`config.mk`:
```
export PLATFORM = sky130hd
export DESIGN_NAME = dmem_req_queue
export DESIGN_NICKNAME = d
export VERILOG_FILES = /design/src/verilog/dmem_pkg.sv /design/src/verilog/dmem_req_queue.sv
export SDC_FILE = /design/constraint.sdc
export NUM_CORES = 1
export LEC_CHECK = 0
export BUFFER_PORTS_ARGS = -buffer_cell sky130_fd_sc_hd__buf_2
export CAP_MARGIN = 0
export CORE_MARGIN = 2
export CORE_UTILIZATION = 55
export CTS_CLUSTER_DIAMETER = 30
export CTS_CLUSTER_SIZE = 24
export DETAILED_ROUTE_END_ITERATION = 8
export GPL_TIMING_DRIVEN = 0
export PLACE_DENSITY = 0.89
export SLEW_MARGIN = 20
export SYNTH_ARGS = -nofsm -noshare
export SYNTH_HDL_FRONTEND = slang
export SYNTH_SLANG_ARGS = --single-unit
```
`constraint.sdc`:
```
create_clock -name clk -period 6.85 [get_ports clk]
set_clock_uncertainty 0.2 [all_clocks]
set_input_delay 1.37 -clock clk [delete_from_list [all_inputs] [get_ports clk]]
set_output_delay 1.37 -clock clk [all_outputs]
set_load 0.02 [all_outputs]
```
`src/verilog/dmem_pkg.sv`:
```
// Shared types and constants of the data memory subsystem: address, data, strobe, count, fault data
package dmem_pkg;

   // Byte address as seen by the requester
   typedef logic [31:0] addr_t;

   // One memory word, four byte lanes
   typedef logic [31:0] data_t;

   // Byte enables, bit n covers data bits 8n+7 down to 8n
   typedef logic [3:0] strb_t;

   // Fault and credit counts
   typedef logic [15:0] cnt_t;

   // Data returned with the error flag on any faulting access
   localparam data_t FAULT_DATA = 32'hDEAD_BEEF;

endpackage
```
`src/verilog/dmem_req_queue.sv`:
```
// Circular request FIFO with head read-out and request credit return on pop
module dmem_req_queue #(
   parameter int REQ_DEPTH = 4          // Entries, equals requester credits
) (
   input  logic               clk,
   input  logic               i_arst_n,
   input  logic               i_req_valid,   // Push, backed by a credit
   input  logic               i_req_wr,      // 1 store, 0 load
   input  dmem_pkg::addr_t    i_req_addr,
   input  dmem_pkg::strb_t    i_req_strb,
   input  dmem_pkg::data_t    i_req_wdata,
   input  logic               i_pop,         // From issue stage
   output logic               o_head_wr,
   output dmem_pkg::addr_t    o_head_addr,
   output dmem_pkg::strb_t    o_head_strb,
   output dmem_pkg::data_t    o_head_wdata,
   output logic               o_not_empty,
   output logic               o_req_credit   // One pulse per popped entry
);

   localparam int PTR_W = (REQ_DEPTH > 1) ? $clog2(REQ_DEPTH) : 1;
   localparam int CNT_W = $clog2(REQ_DEPTH + 1);
   localparam logic [PTR_W-1:0] LAST_PTR = PTR_W'(REQ_DEPTH - 1);

   // Entry storage, payload only so no reset
   logic            wr_q    [REQ_DEPTH];
   dmem_pkg::addr_t addr_q  [REQ_DEPTH];
   dmem_pkg::strb_t strb_q  [REQ_DEPTH];
   dmem_pkg::data_t wdata_q [REQ_DEPTH];

   logic [PTR_W-1:0] wr_ptr_q;          // Next free slot
   logic [PTR_W-1:0] rd_ptr_q;          // Current head
   logic [CNT_W-1:0] count_q;           // Occupancy
   logic             do_pop;            // Pop of a real entry

   assign do_pop = i_pop && o_not_empty;

   // No full check, the credit rule keeps a slot free for every push
   always_ff @(posedge clk) begin
      if (i_req_valid) begin
         wr_q[wr_ptr_q]    <= i_req_wr;
         addr_q[wr_ptr_q]  <= i_req_addr;
         strb_q[wr_ptr_q]  <= i_req_strb;
         wdata_q[wr_ptr_q] <= i_req_wdata;
      end
   end

   // Pointers wrap at REQ_DEPTH, which need not be a power of two
   always_ff @(posedge clk or negedge i_arst_n) begin
      if (!i_arst_n) begin
         wr_ptr_q <= '0;
         rd_ptr_q <= '0;
         count_q  <= '0;
      end else begin
         if (i_req_valid) begin
            wr_ptr_q <= (wr_ptr_q == LAST_PTR) ? '0 : wr_ptr_q + 1'b1;
         end
         if (do_pop) begin
            rd_ptr_q <= (rd_ptr_q == LAST_PTR) ? '0 : rd_ptr_q + 1'b1;
         end
         case ({i_req_valid, do_pop})
            2'b10:   count_q <= count_q + 1'b1;  // Push only
            2'b01:   count_q <= count_q - 1'b1;  // Pop only
            default: count_q <= count_q;         // Both or neither
         endcase
      end
   end

   // Head seen by issue, a push lands here one cycle later at the earliest
   assign o_head_wr    = wr_q[rd_ptr_q];
   assign o_head_addr  = addr_q[rd_ptr_q];
   assign o_head_strb  = strb_q[rd_ptr_q];
   assign o_head_wdata = wdata_q[rd_ptr_q];

   assign o_not_empty  = (count_q != '0);
   assign o_req_credit = do_pop;        // Slot freed, same cycle as pop

endmodule

```
### Word-level counts from Yosys, hierarchy flattened

Memory sizes are Yosys's and may differ from the RTL's.
Cells that the tools add are included.

* eq/ne operators: 4
* reductions and logical operators: 3
* add/sub/neg operators: 4
* multiplexer cells: 5

Operators with widths (count)
* $eq 2x2->1 const B: 3
* $pmux 3 s2: 1
* $add 2x1->2 const B: 2
* $mux 2: 2
* $add 3x1->3 const B: 1
* $reduce_bool 3->1: 1
* $sub 3x1->3 const B: 1
* $eq 2x1->1 const B: 1
* $mux 1: 2
* $reduce_bool 2->1: 1
* $logic_and 1x1->1: 1

* memories: 4
* bits in writable memories: 276
* register bits after elaboration: 7
* word-level logic and storage cells: 23
* output and inout bits: 71
* input bits: 73

Memory list
* addr_q: depth 4, bits a word 32, read ports 1, clocked after memory_dff 0, wr ports 1, RTL line dmem_req_queue.sv:27 `dmem_pkg::addr_t addr_q [REQ_DEPTH];`
* wdata_q: depth 4, bits a word 32, read ports 1, clocked after memory_dff 0, wr ports 1, RTL line dmem_req_queue.sv:29 `dmem_pkg::data_t wdata_q [REQ_DEPTH];`
* strb_q: depth 4, bits a word 4, read ports 1, clocked after memory_dff 0, wr ports 1, RTL line dmem_req_queue.sv:28 `dmem_pkg::strb_t strb_q [REQ_DEPTH];`
* wr_q: depth 4, bits a word 1, read ports 1, clocked after memory_dff 0, wr ports 1, RTL line dmem_req_queue.sv:26 `logic wr_q [REQ_DEPTH];`

### Longest topological paths before layout

* word-level depth: 4
* depth in mapped cells: 9
* depth with buffers taken out: 9

### Least setup slack after synthesis

OpenSTA, ideal clock, no wires.

* path kind: input to register
* start: input port i_req_valid
* end: memory addr_q[0][0] (netlist name), enable pin
* buffers on the path: 0
* data required time: 6.216 ns
* library setup time: 0.434 ns
* arrival time: 2.988 ns
* cell stages on the path: 1
* path slack: 3.228 ns
* path through: and2_1

* word-level cells in the longest chain between the ends: 2

RTL lines
* start: declaration: RTL line dmem_req_queue.sv:7 `input logic i_req_valid,`
* $mux 1: RTL line dmem_req_queue.sv:40 `if (i_req_valid) begin`
* $mux 1 (not written as such): RTL line dmem_req_queue.sv:42 `addr_q[wr_ptr_q] <= i_req_addr;`
* end: declaration: RTL line dmem_req_queue.sv:27

No other way between the ends.

### Final worst setup path

* start: register rd_ptr_q[1]
* end: output port o_head_addr[4]

* word-level cells in the longest chain between the ends: 1

RTL lines
* start: declaration: RTL line dmem_req_queue.sv:32 `logic [PTR_W-1:0] rd_ptr_q;`
* start signal: assignment: RTL line dmem_req_queue.sv:59 `rd_ptr_q <= (rd_ptr_q == LAST_PTR) ? '0 : rd_ptr_q + 1'b1;`
* $mem_v2 4x32
* end: declaration: RTL line dmem_req_queue.sv:14 `output dmem_pkg::addr_t o_head_addr,`

No other way between the ends.

==> flow_metrics.env <==
export IMPL_avgSynthCellArea_um2=26.15
export IMPL_cts_max_level=2
export IMPL_wire_per_inst_um=21.67
export IMPL_root_buffer="clkbuf_16"
export IMPL_hold_buffers=0
export IMPL_drive_gt1_share_pct=49.05
export IMPL_setup_violations=0
export IMPL_ios=144
export IMPL_setup_ws_ns=3.119
export IMPL_yosysWarnings=0
export IMPL_pre_cts_ws_ns=3.458
export IMPL_drc_errors=0
export IMPL_final_util_pct=70.07
export IMPL_finalWirelength_um=18810
export IMPL_rrSetupSlack_ns=4.65
export IMPL_critPathMaxFanout=10
export IMPL_syn_to_final_growth_pct=25.33
export IMPL_clockBufferDepth=3
export IMPL_viasPerCell=5.589
export IMPL_synth_cell_types=21
export IMPL_nets=676
export IMPL_crit_type="reg2out"
export IMPL_finalPower_mw=6.282
export IMPL_cts_setup_buffers=0
export IMPL_drtPass1Iterations=5
export IMPL_multi_input_area_mm2=0.001789
export IMPL_dieArea_mm2=0.02014
export IMPL_tns_ns=0
export IMPL_grt_overflow=0
export IMPL_vdd_ir_drop_max_v=0.0003013
export IMPL_crit_slowest_cell="mux4_2"
export IMPL_fin_crit_sh_pct=54.47
export IMPL_regArea_mm2=0.008463
export IMPL_slew_violations=0
export IMPL_clk_pin_slew_worst_paths_ns=0.04
export IMPL_antenna_cells=0
export IMPL_core_mm2=0.01871
export IMPL_cts_tree="built"
export IMPL_reg2regPathDepth=9
export IMPL_grt_pass1_vias=5219
export IMPL_timing_fmax_mhz=268.0
export IMPL_hold_path_class="reg2reg"
export IMPL_start_util_pct=55.91
export IMPL_reg2reg_from="count_q[0]$_DFFE_PN0P_"
export IMPL_cp_cell_sequence="clkbuf_1 -> buf_2 -> mux4_2 -> buf_2"
export IMPL_via_count=4851
export IMPL_critPathMaxStageDelay_ns=0.38
export IMPL_die_w_um=141.9
export IMPL_cp_end_kind="output pin"
export IMPL_grt_max_degree=36
export IMPL_seq_area_frac_synth_pct=80.92
export IMPL_crit_path_start="rd_ptr_q[1]$_DFFE_PN0P_"
export IMPL_grt_pass1_wl_um=28790
export IMPL_slew_headroom_pct=62.20
export IMPL_clk_latency_ns=0.53
export IMPL_syn_inst=400
export IMPL_required_ns=5.28
export IMPL_cts_resized=0
export IMPL_hpwl_um=11360
export IMPL_fp_row_count=50
export IMPL_fp_dieH_um=141.9
export IMPL_worstMarginPinSlew_ns=0.5670
export IMPL_drv_cap=0
export IMPL_portBuffers=143
export IMPL_final_hold_violation_count=0
export IMPL_leakagePower_nw=4.636
export IMPL_critPathCapture="o_head_addr[4]"
export IMPL_antenna_found_initial=0
export IMPL_power_per_cell_area_mw_per_mm2=479.3
export IMPL_worstPathArrival_ns=2.16
export IMPL_clock_sinks=283
export IMPL_critPathLaunchType="flop"
export IMPL_ant_nets=0
export IMPL_ys_seq_elements=283
export IMPL_crit_top_cell="buf_2"
export IMPL_outcome="finished clean"
export IMPL_fillers=1092
export IMPL_netlist_area_mm2=0.01046
export IMPL_cts_inserted_buffers=47
export IMPL_grt_usage_pct=19.33
export IMPL_reg2reg_to="count_q[2]$_DFFE_PN0P_"
export IMPL_mappedNetlistNets=480
export IMPL_rsz0062_at_grt="no"
export IMPL_routabilityCongestion=0.7482
export IMPL_whs_ns=0.2908
export IMPL_drtIter0Drc=239
export IMPL_min_period_ns=3.731
layer usage:
layer	part of all wire (%)	global-route usage, %
met1	40	24.72
met2	52	32.58
met3	6.2	4.995
met4	1.8	7.000
met5	0	0
registers in the layout, summed over array words and instances, names as in the netlist:
| register | count |
|---|---|
| wr_q | 4 |
| wdata_q | 128 |
| count_q | 3 |
| wr_ptr_q | 2 |
| rd_ptr_q | 2 |
| addr_q | 128 |
| strb_q | 16 |
metrics by stage:
step           area [µm²]  instances
2_1_floorplan       10460        400
3_3_place_gp        11470        777
3_5_place_dp        11560        781
4_1_cts             13110        868
5_1_grt             13110        868
6_report            13110        868
cell usage in the layout, fill, tap and decap left out:
master and count:
or3_4 1, nor2_1 2, clkbuf_1 9, edfxtp_1 276, buf_6 1, fa_1 1
nand2_1 2, mux2i_1 1, and2_4 4, bufinv_16 3, dfrtp_1 7, clkbuf_8 4
inv_1 7, inv_6 6, clkinv_4 3, clkinv_1 5, mux4_1 1, ha_1 6
or3_1 1, clkinvlp_4 6, mux4_2 68, buf_12 11, clkinv_2 3, xnor2_1 1
clkbuf_16 48, o21ai_0 2, mux2_2 2, buf_2 150, clkinv_8 1, xor2_1 2
worst max-delay path, delay by kind of cell (launching register included):
family | cells | cell delay, ns
buf+inv | 3 | 0.92
flops | 1 | 0.34
mux | 1 | 0.38
cell type report:
type / count / area share [%]
timing repair buffer: 147 / 6.071
inverter: 7 / 0.2005
clock buffer: 60 / 9.813
sequential: 283 / 64.57
buffer: 16 / 1.451
multi-input combinational: 94 / 13.65
clock inverter: 27 / 2.014
tap: 234 / 2.234
cell families after synthesis:
logic type	after synthesis	share of synthesized area, %
flops	283	80.92
compound gates	2	0.09571
fa+ha+maj	7	0.9092
mux	72	15.21
buf+inv	23	2.070
xor+xnor	3	0.2513
simple gates	10	0.5504
synth_stat cells:
master / n / area [µm²]
clkbuf_1: 1 / 3.750
ha_1: 6 / 75.07
inv_1: 7 / 26.28
and2_1: 4 / 25.02
nor2_1: 2 / 7.510
fa_1: 1 / 20.02
mux4_2: 68 / 1531
buf_2: 7 / 35.03
mux2i_1: 1 / 10.01
nand2_1: 2 / 7.510
or3_4: 1 / 11.26
or3_1: 1 / 6.260
edfxtp_1: 276 / 8288
mux4_1: 1 / 26.28
mux2_2: 2 / 22.52
o21ai_0: 2 / 10.01
dfrtp_1: 7 / 175.2
xor2_1: 2 / 17.52
xnor2_1: 1 / 8.760
buf_12: 7 / 140.1
buf_6: 1 / 11.26
worst min path at each step:
stage                           start                      to  slack (ns)  cells after the start
2_1_floorplan  count_q[2]$_DFFE_PN0P_  count_q[2]$_DFFE_PN0P_        0.24                      1
3_5_place_dp   count_q[2]$_DFFE_PN0P_  count_q[2]$_DFFE_PN0P_        0.29                      1
4_1_cts        count_q[2]$_DFFE_PN0P_  count_q[2]$_DFFE_PN0P_        0.29                      1
6_report       count_q[2]$_DFFE_PN0P_  count_q[2]$_DFFE_PN0P_        0.29                      1
5_1_grt        count_q[2]$_DFFE_PN0P_  count_q[2]$_DFFE_PN0P_        0.32                      1
3_3_place_gp   count_q[2]$_DFFE_PN0P_  count_q[2]$_DFFE_PN0P_        0.26                      1
power breakdown:
group	leakage (nW)	internal (mW)	switching [mW]	total, mW
clock network	0.739	1.45	0.772	2.22
logic	1.28	0.760	1.01	1.77
registers	2.62	2.22	0.0721	2.30
(Power assumes the default switching activity.)
