[src/verilog/dmem_pkg.sv]
// Shared types and constants of the data memory subsystem: address, data, strobe, count, fault data
package dmem_pkg;

   // Byte address as seen by the requester
   typedef logic [31:0] addr_t;

   // One memory word, four byte lanes
   typedef logic [31:0] data_t;

   // Byte enables, bit n covers data bits 8n+7 down to 8n
   typedef logic [3:0] strb_t;

   // Fault and credit counts
   typedef logic [15:0] cnt_t;

   // Data returned with the error flag on any faulting access
   localparam data_t FAULT_DATA = 32'hDEAD_BEEF;

endpackage
[src/verilog/dmem_issue.sv]
// Issue stage: response credit count, window and alignment check, RAM drive and response forming
module dmem_issue #(
   parameter int RSP_CREDITS = 2,       // Credits held after reset
   parameter int MEM_WORDS   = 256      // RAM size in words
) (
   input  logic                         clk,
   input  logic                         i_arst_n,
   input  logic                         i_not_empty,   // Queue has a head
   input  logic                         i_head_wr,
   input  dmem_pkg::addr_t              i_head_addr,
   input  dmem_pkg::strb_t              i_head_strb,
   input  dmem_pkg::data_t              i_head_wdata,
   input  dmem_pkg::addr_t              i_win_base,
   input  dmem_pkg::addr_t              i_win_limit,
   input  dmem_pkg::data_t              i_ram_rdata,   // Registered RAM word
   input  logic                         i_rsp_credit,  // Consumer returns one
   output logic                         o_pop,
   output logic                         o_ram_en,
   output logic                         o_ram_wr,
   output logic [$clog2(MEM_WORDS)-1:0] o_ram_index,
   output dmem_pkg::strb_t              o_ram_strb,
   output dmem_pkg::data_t              o_ram_wdata,
   output logic                         o_fault,       // To fault counter
   output logic                         o_rsp_valid,
   output logic                         o_rsp_err,
   output dmem_pkg::data_t              o_rsp_data
);

   localparam int IDX_W = $clog2(MEM_WORDS);
   localparam dmem_pkg::addr_t RAM_BYTES = dmem_pkg::addr_t'(MEM_WORDS * 4);

   dmem_pkg::cnt_t  rsp_cred_q;         // Response credits in hand
   dmem_pkg::addr_t offset;             // Byte offset into window
   logic            aligned;
   logic            in_window;
   logic            in_ram;
   logic            fault;              // Head access is illegal

   logic            rsp_valid_q;        // Pop happened last cycle
   logic            rsp_err_q;          // It faulted
   logic            rsp_wr_q;           // It was a store

   // Pop only with a head and a credit to spend on its response
   assign o_pop = i_not_empty && (rsp_cred_q != '0);

   // Spend on pop, refund on consumer credit, both may land together
   always_ff @(posedge clk or negedge i_arst_n) begin
      if (!i_arst_n) begin
         rsp_cred_q <= dmem_pkg::cnt_t'(RSP_CREDITS);
      end else begin
         case ({o_pop, i_rsp_credit})
            2'b10:   rsp_cred_q <= rsp_cred_q - 1'b1;
            2'b01:   rsp_cred_q <= rsp_cred_q + 1'b1;
            default: rsp_cred_q <= rsp_cred_q;
         endcase
      end
   end

   // Address check against current window
   assign offset    = i_head_addr - i_win_base;
   assign aligned   = (i_head_addr[1:0] == 2'b00);
   assign in_window = (i_head_addr >= i_win_base) && (i_head_addr <= i_win_limit);
   assign in_ram    = (offset < RAM_BYTES);          // Window may reach past RAM
   assign fault     = !(aligned && in_window && in_ram);

   // RAM sees only good accesses
   assign o_ram_en    = o_pop && !fault;
   assign o_ram_wr    = o_ram_en && i_head_wr;
   assign o_ram_index = offset[IDX_W+1:2];           // Offset over four
   assign o_ram_strb  = i_head_strb;
   assign o_ram_wdata = i_head_wdata;

   assign o_fault = o_pop && fault;     // Counted one cycle later

   // Response side state, lines up with the RAM read latency
   always_ff @(posedge clk or negedge i_arst_n) begin
      if (!i_arst_n) begin
         rsp_valid_q <= 1'b0;
         rsp_err_q   <= 1'b0;
         rsp_wr_q    <= 1'b0;
      end else begin
         rsp_valid_q <= o_pop;
         if (o_pop) begin
            rsp_err_q <= fault;
            rsp_wr_q  <= i_head_wr;
         end
      end
   end

   assign o_rsp_valid = rsp_valid_q;
   assign o_rsp_err   = rsp_err_q;

   // Fault data wins, stores answer with zero, loads with the RAM word
   always_comb begin
      if (rsp_err_q) begin
         o_rsp_data = dmem_pkg::FAULT_DATA;
      end else if (rsp_wr_q) begin
         o_rsp_data = '0;
      end else begin
         o_rsp_data = i_ram_rdata;
      end
   end

endmodule

[config.mk]
export PLATFORM = sky130hd
export DESIGN_NAME = dmem_issue
export DESIGN_NICKNAME = d
export VERILOG_FILES = /design/src/verilog/dmem_pkg.sv /design/src/verilog/dmem_issue.sv
export SDC_FILE = /design/constraint.sdc
export NUM_CORES = 1
export LEC_CHECK = 0
export ABC_AREA = 0
export BUFFER_PORTS_ARGS = -buffer_cell sky130_fd_sc_hd__buf_2
export CAP_MARGIN = 10
export CELL_PAD_IN_SITES_DETAIL_PLACEMENT = 1
export CELL_PAD_IN_SITES_GLOBAL_PLACEMENT = 1
export CORE_ASPECT_RATIO = 0.8
export CORE_MARGIN = 4
export CORE_UTILIZATION = 29
export CTS_BUF_LIST = sky130_fd_sc_hd__clkbuf_16
export DETAILED_ROUTE_END_ITERATION = 8
export PLACE_DENSITY = 0.91
export REMOVE_ABC_BUFFERS = 1
export SLEW_MARGIN = 0
export SYNTH_ARGS = -nofsm -noshare
export SYNTH_HDL_FRONTEND = slang
export SYNTH_SLANG_ARGS = --single-unit
[constraint.sdc]
create_clock -name clk -period 4.25 [get_ports clk]
set_input_delay 0.85 -clock clk [delete_from_list [all_inputs] [get_ports clk]]
set_output_delay 0.85 -clock clk [all_outputs]
set_load 0.05 [all_outputs]
== After elaboration in Yosys (flattened, before gate mapping) ==
Cells that the tools add are included.

* Flip-flop bits (word level): 19
* Input port bits: 169
* Logic and storage cells: 26

* Add/subtract/negate cells: 3
* $lt $le $gt $ge: 3
* Equal/unequal tests: 2
* Multiplexer cells: 3
* Reduce and logical (&&, ||, !) cells: 11

{| class="wikitable"
|+ Operators with widths
! operator !! count
|-
| 2-to-1 mux 32 bit || 2
|-
| >= comparator 32 bit || 1
|-
| <= comparator 32 bit || 1
|-
| less-than comparator 32 x 11 -> 1 bit (second input constant) || 1
|-
| case mux 16 bit (2 select lines) || 1
|-
| subtractor 32 bit || 1
|-
| adder 16 x 1 -> 16 bit (second input constant) || 1
|-
| nonzero test 16 bit || 1
|-
| subtractor 16 x 1 -> 16 bit (second input constant) || 1
|-
| logical AND 1 bit || 7
|-
| equality test 2 x 1 -> 1 bit (second input constant) || 1
|-
| equality test 2 bit (second input constant) || 1
|-
| zero test 2 bit || 1
|-
| nonzero test 2 bit || 1
|-
| zero test 1 bit || 1
|}

== Depth between registers and ports, before layout ==
Gate-level depths: netlist (run 1).

* Word-level depth: 6
* Mapped depth: 16

== Worst setup path before layout (run 1) ==
Ideal clock, no wire load.

* Kind: in2out
* Start: input i_win_base[17]
* End: output o_fault
* Data arrival time: 3.865 ns
* Slack: -0.465 ns
* Cell stages on the path: 12
* Buffers on the path: 1
* Cell sequence: inv_1 -> ha_1 -> clkbuf_1 -> a211o_1 -> a21oi_2 -> o21ai_0 -> a31oi_1 -> a211oi_1 -> o21a_1 -> a31o_2 -> o211a_1 -> a31oi_1

* Cells in the longest elaborated chain, start to end: 6

{| class="wikitable"
|+ RTL lines
! what !! RTL line !! source
|-
| start: declaration || dmem_issue.sv:13 || <nowiki>input dmem_pkg::addr_t i_win_base,</nowiki>
|-
| branches (longest 3 deep; another with subtractor 32 bit) || - ||
|-
| logical AND 1 bit (*) || dmem_issue.sv:64 || <nowiki>assign fault = !(aligned && in_window && in_ram);</nowiki>
|-
| zero test 1 bit (*) || dmem_issue.sv:64 ||
|-
| logical AND 1 bit (*) || dmem_issue.sv:73 || <nowiki>assign o_fault = o_pop && fault;</nowiki>
|-
| end: declaration || dmem_issue.sv:23 || <nowiki>output logic o_fault,</nowiki>
|}

Mark *: on every way between the ends.

== Final worst setup path (run 1) ==
* Start: input i_win_base[1]
* End: output o_ram_en

* Cells in the longest elaborated chain, start to end: 5

{| class="wikitable"
|+ RTL lines
! what !! RTL line !! source
|-
| branches (longest 3 deep; another with subtractor 32 bit) || - ||
|-
| logical AND 1 bit (*) || dmem_issue.sv:64 ||
|-
| logical AND 1 bit (*) || dmem_issue.sv:67 || <nowiki>assign o_ram_en = o_pop && !fault;</nowiki>
|-
| end: declaration || dmem_issue.sv:18 || <nowiki>output logic o_ram_en,</nowiki>
|}

Marks and branches as above.

==> results by group, run 1 <==
Clocking
  • Root buffer cell: clkbuf_16
  • Clk buf depth: 2
  • Clk sink count: 19
  • Later-pin clock latency in the skew report: about 0.28 ns
  • Reg clk slew, reported paths: 0.06 ns
  • Num CTS Buffers: 3
  • CTS tree: built
  • Hold buffers post-CTS: 0
  • H-tree levels: 1

Global routing
  • First-pass GRT wire length: around 37000 µm
  • Largest net degree at the start of global routing: 31
  • Initial antenna violation count: 1
  • Global route total overflow: 0
  • Tot GR Track Use: between 20% and 30%
  • Vias in the first global route: 6741

Logic synthesis
  • Dominant synthesized flop cell: dfrtp_1
  • Sequential area share after synthesis: 10.2%
  • Mean Syn Cell Area: 7.47 µm²
  • Post-synth EDFFs: 0
  • Syn Std Cell Area: 0.00467 mm²
  • Post-Syn Instances: 625
  • Post-synthesis sequential element count: 19
  • Cell variety after synth: 67
  • Ys async rst share: 100%
  • Synth Warn #: 0

Placement
  • IO buf count: 178
  • Placer Congestion: 0.908
  • DP Area: 0.00643 mm²
  • Post-Place Cells: 1091
  • DPL Wire Length: ~18000 µm

Drt
  • DRT Wirelength: about 28000 µm
  • # DRC: 0
  • Initial DRC count: approximately 740
  • DR vias: 6529
  • Wire per inst: 24.8 µm
  • Via density: approximately 6
  • Antenna Nets Post-Route: 0
  • Drt first pass iters: 5

Die
  • Initial Utilization: 29.5%
  • Rows: 41
  • Die area: 0.0182 mm²
  • Die Span X: roughly 150 µm
  • Die Ht: 121 µm
  • I/O Pins: roughly 250
  • Core Area: 0.0158 mm²

Pwr
  • Peak VDD IR: between 150 and 200 µV
  • Leakage: 3.65 nW
  • Cell area power density: between 300 and 400 mW/mm²

Setup path
  • Crit path max fanout: 3
  • R2R depth: 15
  • CP required: 3.40 ns
  • Setup Crit Path Kind: primary input to output pin
  • Crit path DAT: 3.93 ns
  • Crit. End Element: output pin
  • Crit start category: primary input

STA
  • Fin Hold WS: 0.511 ns
  • Worst slew pin tran: 0.902 ns
  • Fin. Hold Viols: 0
  • Clock skew: 0.00994 ns
  • Final setup violation count: 3
  • Final slew viol count: 0
  • Highest Clock Rate: roughly 210 MHz
  • Min Tclk post-route: between 4 and 5 ns
  • RSZ-0062 raised after global routing: yes
  • Setup ws final: -0.525 ns
  • Post-route clock period utilization: 112%
  • Max-slew headroom: 39.8%

Run
  • Max-Cap Viols: 0

Finish
  • Area delta synth->final: 52.5%
  • Share of cells above drive strength 1: between 40 and 50%
  • Fin cells: 1112
  • Final Instance Area: 0.00712 mm²
  • Layout Nets: ~1100

Worst hold path
  • Hold crit path type: flip-flop to flip-flop
  • Min-Delay Path Depth: 1

Status
  • Status: finished with violations
  • Violated checks: setup timing
## sequential cells by signal (all words and copies together) (netlist names)
signal       cells
rsp_cred_q      16
o_rsp_err        1
o_rsp_valid      1
rsp_wr_q         1
## Yosys cell counts, types with 2 or more instances
| master | count | share of area [%] |
|---|---|---|
| a211oi_2 | 2 | 0.54 |
| o41ai_1 | 3 | 0.56 |
| a31o_2 | 2 | 0.38 |
| o21ai_0 | 31 | 3.3 |
| nor3b_1 | 2 | 0.32 |
| nor4_4 | 3 | 1.4 |
| o21a_1 | 9 | 1.4 |
| or3_1 | 4 | 0.54 |
| nor4_1 | 8 | 1.1 |
| a41oi_1 | 4 | 0.75 |
| a211o_1 | 3 | 0.56 |
| and4_1 | 2 | 0.38 |
| buf_4 | 36 | 5.8 |
| nand4_1 | 13 | 1.7 |
| nor2_1 | 17 | 1.4 |
| and3_1 | 3 | 0.40 |
| mux2i_1 | 4 | 0.86 |
| a21oi_1 | 57 | 6.1 |
| o21bai_1 | 2 | 0.32 |
| or2_2 | 4 | 0.54 |
| nand4b_1 | 2 | 0.38 |
| and2_1 | 10 | 1.3 |
| xnor2_1 | 14 | 2.6 |
| clkbuf_1 | 16 | 1.3 |
| dfrtp_1 | 18 | 9.7 |
| o211ai_1 | 2 | 0.32 |
| xor2_1 | 18 | 3.4 |
| nor2b_1 | 6 | 0.80 |
| nand2b_1 | 7 | 0.94 |
| a31oi_1 | 9 | 1.2 |
| nand3b_1 | 2 | 0.32 |
| nand2_1 | 55 | 4.4 |
| o31ai_1 | 4 | 0.64 |
| inv_1 | 75 | 6.0 |
| nand3_1 | 13 | 1.4 |
| a211oi_1 | 3 | 0.48 |
| nor3_1 | 11 | 1.2 |
| a221oi_1 | 2 | 0.38 |
| a21oi_2 | 3 | 0.56 |
| a21o_1 | 41 | 6.6 |
| ha_1 | 79 | 21 |
## cell type report
cell class | instances | area (µm²)
diodes | 2 | 5.00
clock buffers | 3 | 75.1
clock inverters | 1 | 5.00
fillers | 1983 | 8680
inverters | 75 | 287
multi-input cells | 479 | 3970
flip-flops and latches | 19 | 477
well taps | 215 | 269
repair buffers | 318 | 2030
## power by group
part	total [mW]	internal, mW	switching (mW)	leakage [nW]
registers	0.380	0.267	0.114	0.223
logic	1.69	0.710	0.984	3.39
clock network	0.221	0.127	0.0938	0.0409
## timing repair
item	CTS	global route
pin swaps	28	28
resized for setup	49	43
setup endpoints to repair	4	8
setup buffers	10	5
## logic make-up (layout without fill, tap and decap cells)
kind of cell | after synthesis | in the layout | synth area share (%)
AO/OA/AOI/OAI | 192 | 192 | 27.6
XOR/XNOR | 32 | 32 | 6.01
adder cells (fa/ha/maj) | 80 | 80 | 21.6
buffers and inverters | 127 | 397 | 13.1
flip-flops | 19 | 19 | 10.2
multiplexers | 6 | 6 | 1.42
other | 0 | 2 | 0
AND/OR/NAND/NOR | 169 | 169 | 20.1
## stage by stage
stage | setup TNS (ns) | setup slack (ns) | utilization, % | power, mW
2_1_floorplan | -2.74 | -0.455 | - | 1.24
3_3_place_gp | -1.63 | -0.592 | 40.7 | 1.64
3_5_place_dp | -1.87 | -0.676 | 40.7 | 1.75
4_1_cts | -0.838 | -0.300 | 43.4 | 2.04
5_1_grt | -1.68 | -0.552 | 45.0 | 2.42
6_report | -1.49 | -0.525 | 45.0 | 2.30
## metal layers
metal	part of all wire [%]	track usage, %	vias to the layer above
met2	44	43.3	546
li1	-	-	2744
met1	37	30.6	3055
met5	0.12	1.47	-
met3	12	9.15	182
met4	6.7	11.3	2
## cells in the final DEF, fill, tap and decap left out, drive strengths merged, types with 3 or more instances in the layout
| cell type | n |
|---|---|
| ha | 79 |
| or2 | 4 |
| and3 | 4 |
| nor2 | 17 |
| a211oi | 5 |
| clkbuf | 3 |
| xor2 | 18 |
| dfrtp | 18 |
| a221oi | 3 |
| nand3 | 14 |
| a21o | 42 |
| inv | 75 |
| o31ai | 5 |
| nor4 | 11 |
| xnor2 | 14 |
| nor3 | 12 |
| a31o | 3 |
| o41ai | 3 |
| or3 | 4 |
| nand4 | 13 |
| a211o | 4 |
| o21a | 9 |
| nand2 | 56 |
| a31oi | 9 |
| and2 | 10 |
| a41oi | 4 |
| mux2i | 4 |
| buf | 318 |
| nor2b | 7 |
| a21oi | 60 |
| o21ai | 32 |
| nand2b | 7 |
## worst paths after layout
check | startpoint | to | slack, ns
setup / recovery | i_win_base[1] | o_ram_en | -0.53
hold / removal | rsp_cred_q[15] | rsp_cred_q[15] | 0.51
setup reg to reg | rsp_cred_q[11] | rsp_cred_q[15] | 0.12
hold reg to reg | rsp_cred_q[15] | rsp_cred_q[15] | 0.51
max in group asynchronous | i_arst_n | rsp_cred_q[1] | 3.33
min in group asynchronous | i_arst_n | rsp_cred_q[6] | 0.55
## critical path: stages
cell	delay, ns
buf_2	0.09
inv_1	0.06
ha_4	0.27
nor2b_4	0.18
o21ai_4	0.10
a211oi_4	0.38
o31ai_4	0.14
buf_4	0.19
nand2_4	0.07
buf_6	0.11
nor3_1	0.05
o31ai_1	0.33
nand4_1	0.21
nor4_4	0.40
and4_1	0.29
buf_6	0.18
Power figures use the tool's default switching activity.
==> run 2, diff against run 1 <==
- CORE_ASPECT_RATIO: 0.8 -> 2
- CORE_UTILIZATION: 29 -> 32
- PLACE_DENSITY: 0.91 -> 0.94
- clock period: 4.25 -> 4.7 ns (I/O delays scaled with it)
==> results by group, run 2 (synthesized netlist as in run 1, its figures left out) <==
Drt
  • Metal2 WL: 14900 µm
  • Wire per inst: between 30 and 40 µm
  • DR WL met3: 5450 µm
  • Drt first pass iters: 6
  • M1 wire length: 9590 µm
  • Max Used Layer: met5
  • DRT Wirelength: 33800 µm
  • Via density: between 6 and 7
  • Antenna Nets Post-Route: 0
  • Initial DRC count: slightly above 700
  • # DRC: 0
  • DR vias: between 6000 and 7000

Die
  • Die area: 0.0167 mm²
  • Die Ht: 179 µm
  • Initial Utilization: 32.5%
  • Core Area: 0.0144 mm²
  • Rows: 62
  • I/O Pins: approximately 250
  • Die Span X: 93.4 µm

Setup path
  • Crit start category: primary input
  • Crit. End Element: output pin
  • Setup Crit Path Kind: primary input to output pin
  • CP required: approximately 3.8 ns
  • Worst R2R Setup Slack: about 0.22 ns
  • Crit path DAT: approximately 4.7 ns
  • Crit path max fanout: 4

STA
  • Final setup violation count: 3
  • Final slew viol count: 0
  • RSZ-0062 raised after global routing: yes
  • Min Tclk post-route: 5.64 ns
  • Setup TNS: -2.79 ns
  • Worst slew pin tran: 1.17 ns
  • Fin Hold WS: roughly 0.53 ns
  • Max-slew headroom: 21.7%
  • Setup ws final: -0.945 ns
  • Post-route clock period utilization: 120%
  • Clock skew: 0.0143 ns
  • Fin. Hold Viols: 0
  • Highest Clock Rate: 177 MHz

Global routing
  • Initial antenna violation count: 4
  • First-pass GRT wire length: 41600 µm
  • Global route total overflow: 0
  • Largest net degree at the start of global routing: 31
  • Tot GR Track Use: 33.4%
  • Vias in the first global route: 7008

Finish
  • Share of cells above drive strength 1: 40.3%
  • Area delta synth->final: 42.8%
  • Max reg flops: 16
  • Largest Register: rsp_cred_q
  • Commonest non-fill, non-tap cell in the layout: buf_2
  • Commonest cells after routing, fill and taps aside: buf_2, buf_4, ha_1
  • Fill cell count: 1799
  • Layout Nets: 1107

Placement
  • Placer Congestion: 1.01
  • DPL Wire Length: 19700 µm
  • Pre-CTS setup slack: -0.425 ns
  • IO buf count: 178

Clocking
  • Clk sink count: 19
  • Reg clk slew, reported paths: 0.06 ns
  • H-tree levels: 1
  • Later-pin clock latency in the skew report: between 0.2 and 0.3 ns
  • Clk buf depth: 2
  • Num CTS Buffers: 3
  • CTS tree: built
  • Root buffer cell: clkbuf_16

Pwr
  • Peak VDD IR: 147 µV
  • Leakage: 3.44 nW
  • Power Total: 2.04 mW
  • Cell area power density: 306 mW/mm²

Status
  • Status: finished with violations
  • Violated checks: setup timing

Run
  • Max-Cap Viols: 0

Worst hold path
  • Hold crit path type: flip-flop to flip-flop
run 2: through the flow:
| stage | instance area, µm² | cells | util, % |
|---|---|---|---|
| after CTS | 6560 | 1044 | 45.7 |
| after floorplan | 4340 | 573 | - |
| after global placement | 6170 | 1036 | 43.0 |
| after global routing | 6660 | 1052 | 46.4 |
| after detailed placement | 6170 | 1036 | 43.0 |
| final | 6670 | 1053 | 46.5 |
run 2: final cells by class:
class / count / area [µm²] / area share [%]
inverters: 75 / 287 / 4.30
well taps: 192 / 240 / 3.60
flip-flops and latches: 19 / 477 / 7.15
clock inverters: 1 / 7.51 / 0.113
multi-input cells: 479 / 3850 / 57.8
repair buffers: 280 / 1720 / 25.7
clock buffers: 3 / 75.1 / 1.13
diodes: 4 / 10.0 / 0.150
run 2: critical path, cell delays in order:
cell       delay [ns]
buf_2            0.18
inv_1            0.07
ha_1             0.37
nand4_1          0.42
a211oi_4         0.56
nor3_4           0.09
buf_4            0.19
nand2_2          0.17
mux2_4           0.37
nor4_4           0.25
o2111ai_2        0.22
nor4_4           0.37
and4_1           0.31
buf_6            0.17
run 2: path summary, 6_finish.rpt:
| kind | from | depth (start not counted) | to |
|---|---|---|---|
| worst max-delay path | i_win_base[7] | 14 | o_ram_wr |
| worst min-delay path | rsp_cred_q[14] | 2 | rsp_cred_q[14] |
| worst max register to register | rsp_cred_q[0] | 17 | rsp_cred_q[12] |
| worst min register to register | rsp_cred_q[14] | 2 | rsp_cred_q[14] |
| max in group asynchronous | i_arst_n | 1 | rsp_cred_q[1] |
| min in group asynchronous | i_arst_n | 1 | rsp_cred_q[15] |
run 2: repair_timing:
action	4_1_cts	5_1_grt
pin swaps	20	11
hold buffers	0	0
setup endpoints to repair	3	5
buffers inserted	4	4
gates resized for setup	48	16
cloned	0	0
hold endpoints to repair	0	0
run 2: routing by layer:
layer | vias up | track usage, %
met2 | 662 | 57.6
met3 | 302 | 17.6
li1 | 2667 | -
met1 | 3080 | 27.9
met5 | - | 3.21
met4 | 6 | 25.5
run 2: power by group:
group	switching [mW]	internal, mW
Clock	0.0774	0.116
Sequential	0.0886	0.241
Combinational	0.913	0.600
==> run 3, diff against run 2 <==
- SETUP_SLACK_MARGIN: default -> 0.2
==> results by group, run 3 (synthesized netlist as in run 1, its figures left out) <==
Setup path
  • Crit start category: primary input
  • CP required: 3.76 ns
  • Crit path max fanout: 4
  • Cell repeated most along the worst path: nor4_4
  • Worst R2R Setup Slack: 0.39 ns
  • Crit path DAT: 4.58 ns
  • Crit. End Element: output pin
  • Worst path slowest cell: a211oi_4
  • FF-to-FF End: rsp_cred_q[14]
  • Setup Crit Path Kind: primary input to output pin
  • R2R depth: 16
  • Slowest stage delay, CP: 0.54 ns
  • Origin of the critical flop-to-flop path: rsp_cred_q[13]
  • Crit path cell chain: buf_2, inv_1, ha_1, nand4_1, a211oi_4, nor3_4, buf_4, nand2_2, mux2_4, nor4_4, o2111ai_2, nor4_4, and4_1, buf_6

Clocking
  • H-tree levels: 1
  • Root buffer cell: clkbuf_16
  • Num CTS Buffers: 3
  • CTS tree: built
  • Hold buffers post-CTS: 0
  • Clk buf depth: 2
  • Clk sink count: 19
  • Later-pin clock latency in the skew report: between 0.2 and 0.3 ns
  • Reg clk slew, reported paths: roughly 0.06 ns

Global routing
  • Vias in the first global route: about 7000
  • Initial antenna violation count: 4
  • Global route total overflow: 0
  • First-pass GRT wire length: 41600 µm
  • Largest net degree at the start of global routing: 31
  • Tot GR Track Use: 33.4%

Die
  • Die Ht: roughly 180 µm
  • I/O Pins: 251
  • Die area: 0.0167 mm²
  • Rows: 62
  • Die Span X: around 93 µm
  • Initial Utilization: 32.5%
  • Core Area: 0.0144 mm²

Worst hold path
  • Hold EP: rsp_cred_q[14]
  • Worst hold start: rsp_cred_q[14]
  • Hold crit path type: flip-flop to flip-flop
  • Min-Delay Path Depth: 2

Finish
  • Largest Register: rsp_cred_q
  • Layout Nets: 1107
  • Commonest cells after routing, fill and taps aside: buf_2, buf_4, ha_1
  • Area delta synth->final: 43.2%
  • Fill cell count: 1797
  • Final Instance Area: 0.00668 mm²
  • Share of cells above drive strength 1: between 40% and 50%
  • Max reg flops: 16
  • Commonest non-fill, non-tap cell in the layout: buf_2

Pwr
  • Flop pwr share: ~16%
  • Psw: between 1 and 1.5 mW
  • Sw Ratio: between 50% and 60%
  • Power Total: 2.03 mW
  • Peak VDD IR: roughly 140 µV
  • Cell area power density: ~300 mW/mm²
  • Leakage: 3.43 nW
  • Clock network power share: 9.3%
  • Logic gate share of total power: 74.3%
  • Internal power: 0.959 mW

STA
  • Setup ws final: -0.815 ns
  • Final setup violation count: 3
  • Fin. Hold Viols: 0
  • Min Tclk post-route: 5.52 ns
  • RSZ-0062 raised after global routing: yes
  • Fin Hold WS: 0.534 ns
  • Max-slew headroom: between 20% and 30%
  • Post-route clock period utilization: 117%
  • Final slew viol count: 0
  • Clock skew: 0.0100 ns
  • Worst slew pin tran: 1.06 ns
  • Highest Clock Rate: 181 MHz

Placement
  • IO buf count: 178
  • DP Area: 0.00617 mm²
  • Placer Congestion: 1.01
  • Pre-CTS setup slack: -0.425 ns
  • DPL Wire Length: 19700 µm

Drt
  • Via density: 6.41
  • Initial DRC count: 738
  • # DRC: 0
  • DRT Wirelength: 33400 µm
  • Antenna Nets Post-Route: 0
  • Wire per inst: 31.6 µm
  • DR vias: 6764
  • Drt first pass iters: 6

Status
  • Violated checks: setup timing
  • Status: finished with violations

Run
  • Max-Cap Viols: 0
[run 3: cell type report]
type / instances / area (µm²) / area share [%]
sequential: 19 / 477 / 7.13
timing repair buffer: 280 / 1720 / 25.7
multi-input combinational: 479 / 3860 / 57.8
antenna: 7 / 17.5 / 0.262
tap: 192 / 240 / 3.59
clock buffer: 3 / 75.1 / 1.12
inverter: 75 / 287 / 4.29
clock inverter: 1 / 7.51 / 0.112
[run 3: worst max-delay path, delay by kind of cell]
| kind | cells | cell delay [ns] |
|---|---|---|
| mux | 1 | 0.36 |
| simple gates | 6 | 1.51 |
| compound gates | 2 | 0.76 |
| fa+ha+maj | 1 | 0.39 |
| buf+inv | 4 | 0.59 |
[run 3: power groups by stage]
stage,clock [mW],sequential (mW),combinational (mW)
floorplan,0,0.294,0.825
global placement,0,0.313,1.16
detailed placement,0,0.319,1.24
CTS,0.184,0.316,1.30
global route,0.194,0.336,1.60
finish,0.189,0.333,1.51
[run 3: stage by stage]
| step | TNS, ns | utilization (%) | cells |
|---|---|---|---|
| finish | -2.41 | 46.6 | 1056 |
| detailed placement | -1.17 | 43.0 | 1036 |
| floorplan | -0.289 | - | 573 |
| CTS | -0.283 | 45.7 | 1044 |
| global route | -2.56 | 46.5 | 1054 |
| global placement | -0.856 | 43.0 | 1036 |
[run 3: timing repair]
item / CTS / global route
gates resized for setup: 48 / 19
endpoints found under the setup margin: 3 / 6
setup buffers: 4 / 4
pin swaps: 20 / 11
[run 3: worst max-delay path by stage]
stage                               from       end  slack, ns  depth (start not counted)
after CTS                 i_head_addr[3]  o_ram_en      -0.10                         14
after global routing       i_win_base[7]  o_ram_wr      -0.87                         14
after floorplan           i_win_base[17]   o_fault      -0.13                         11
after global placement    i_head_addr[6]  o_ram_en      -0.30                         13
after detailed placement  i_head_addr[3]  o_ram_en      -0.43                         14
final                      i_win_base[7]  o_ram_wr      -0.82                         14
[run 3: metal layers]
layer | track usage, % | part of all wire (%)
met1 | 27.9 | 29
met2 | 57.6 | 44
met3 | 17.6 | 15
met4 | 25.5 | 11
met5 | 3.21 | 0.29
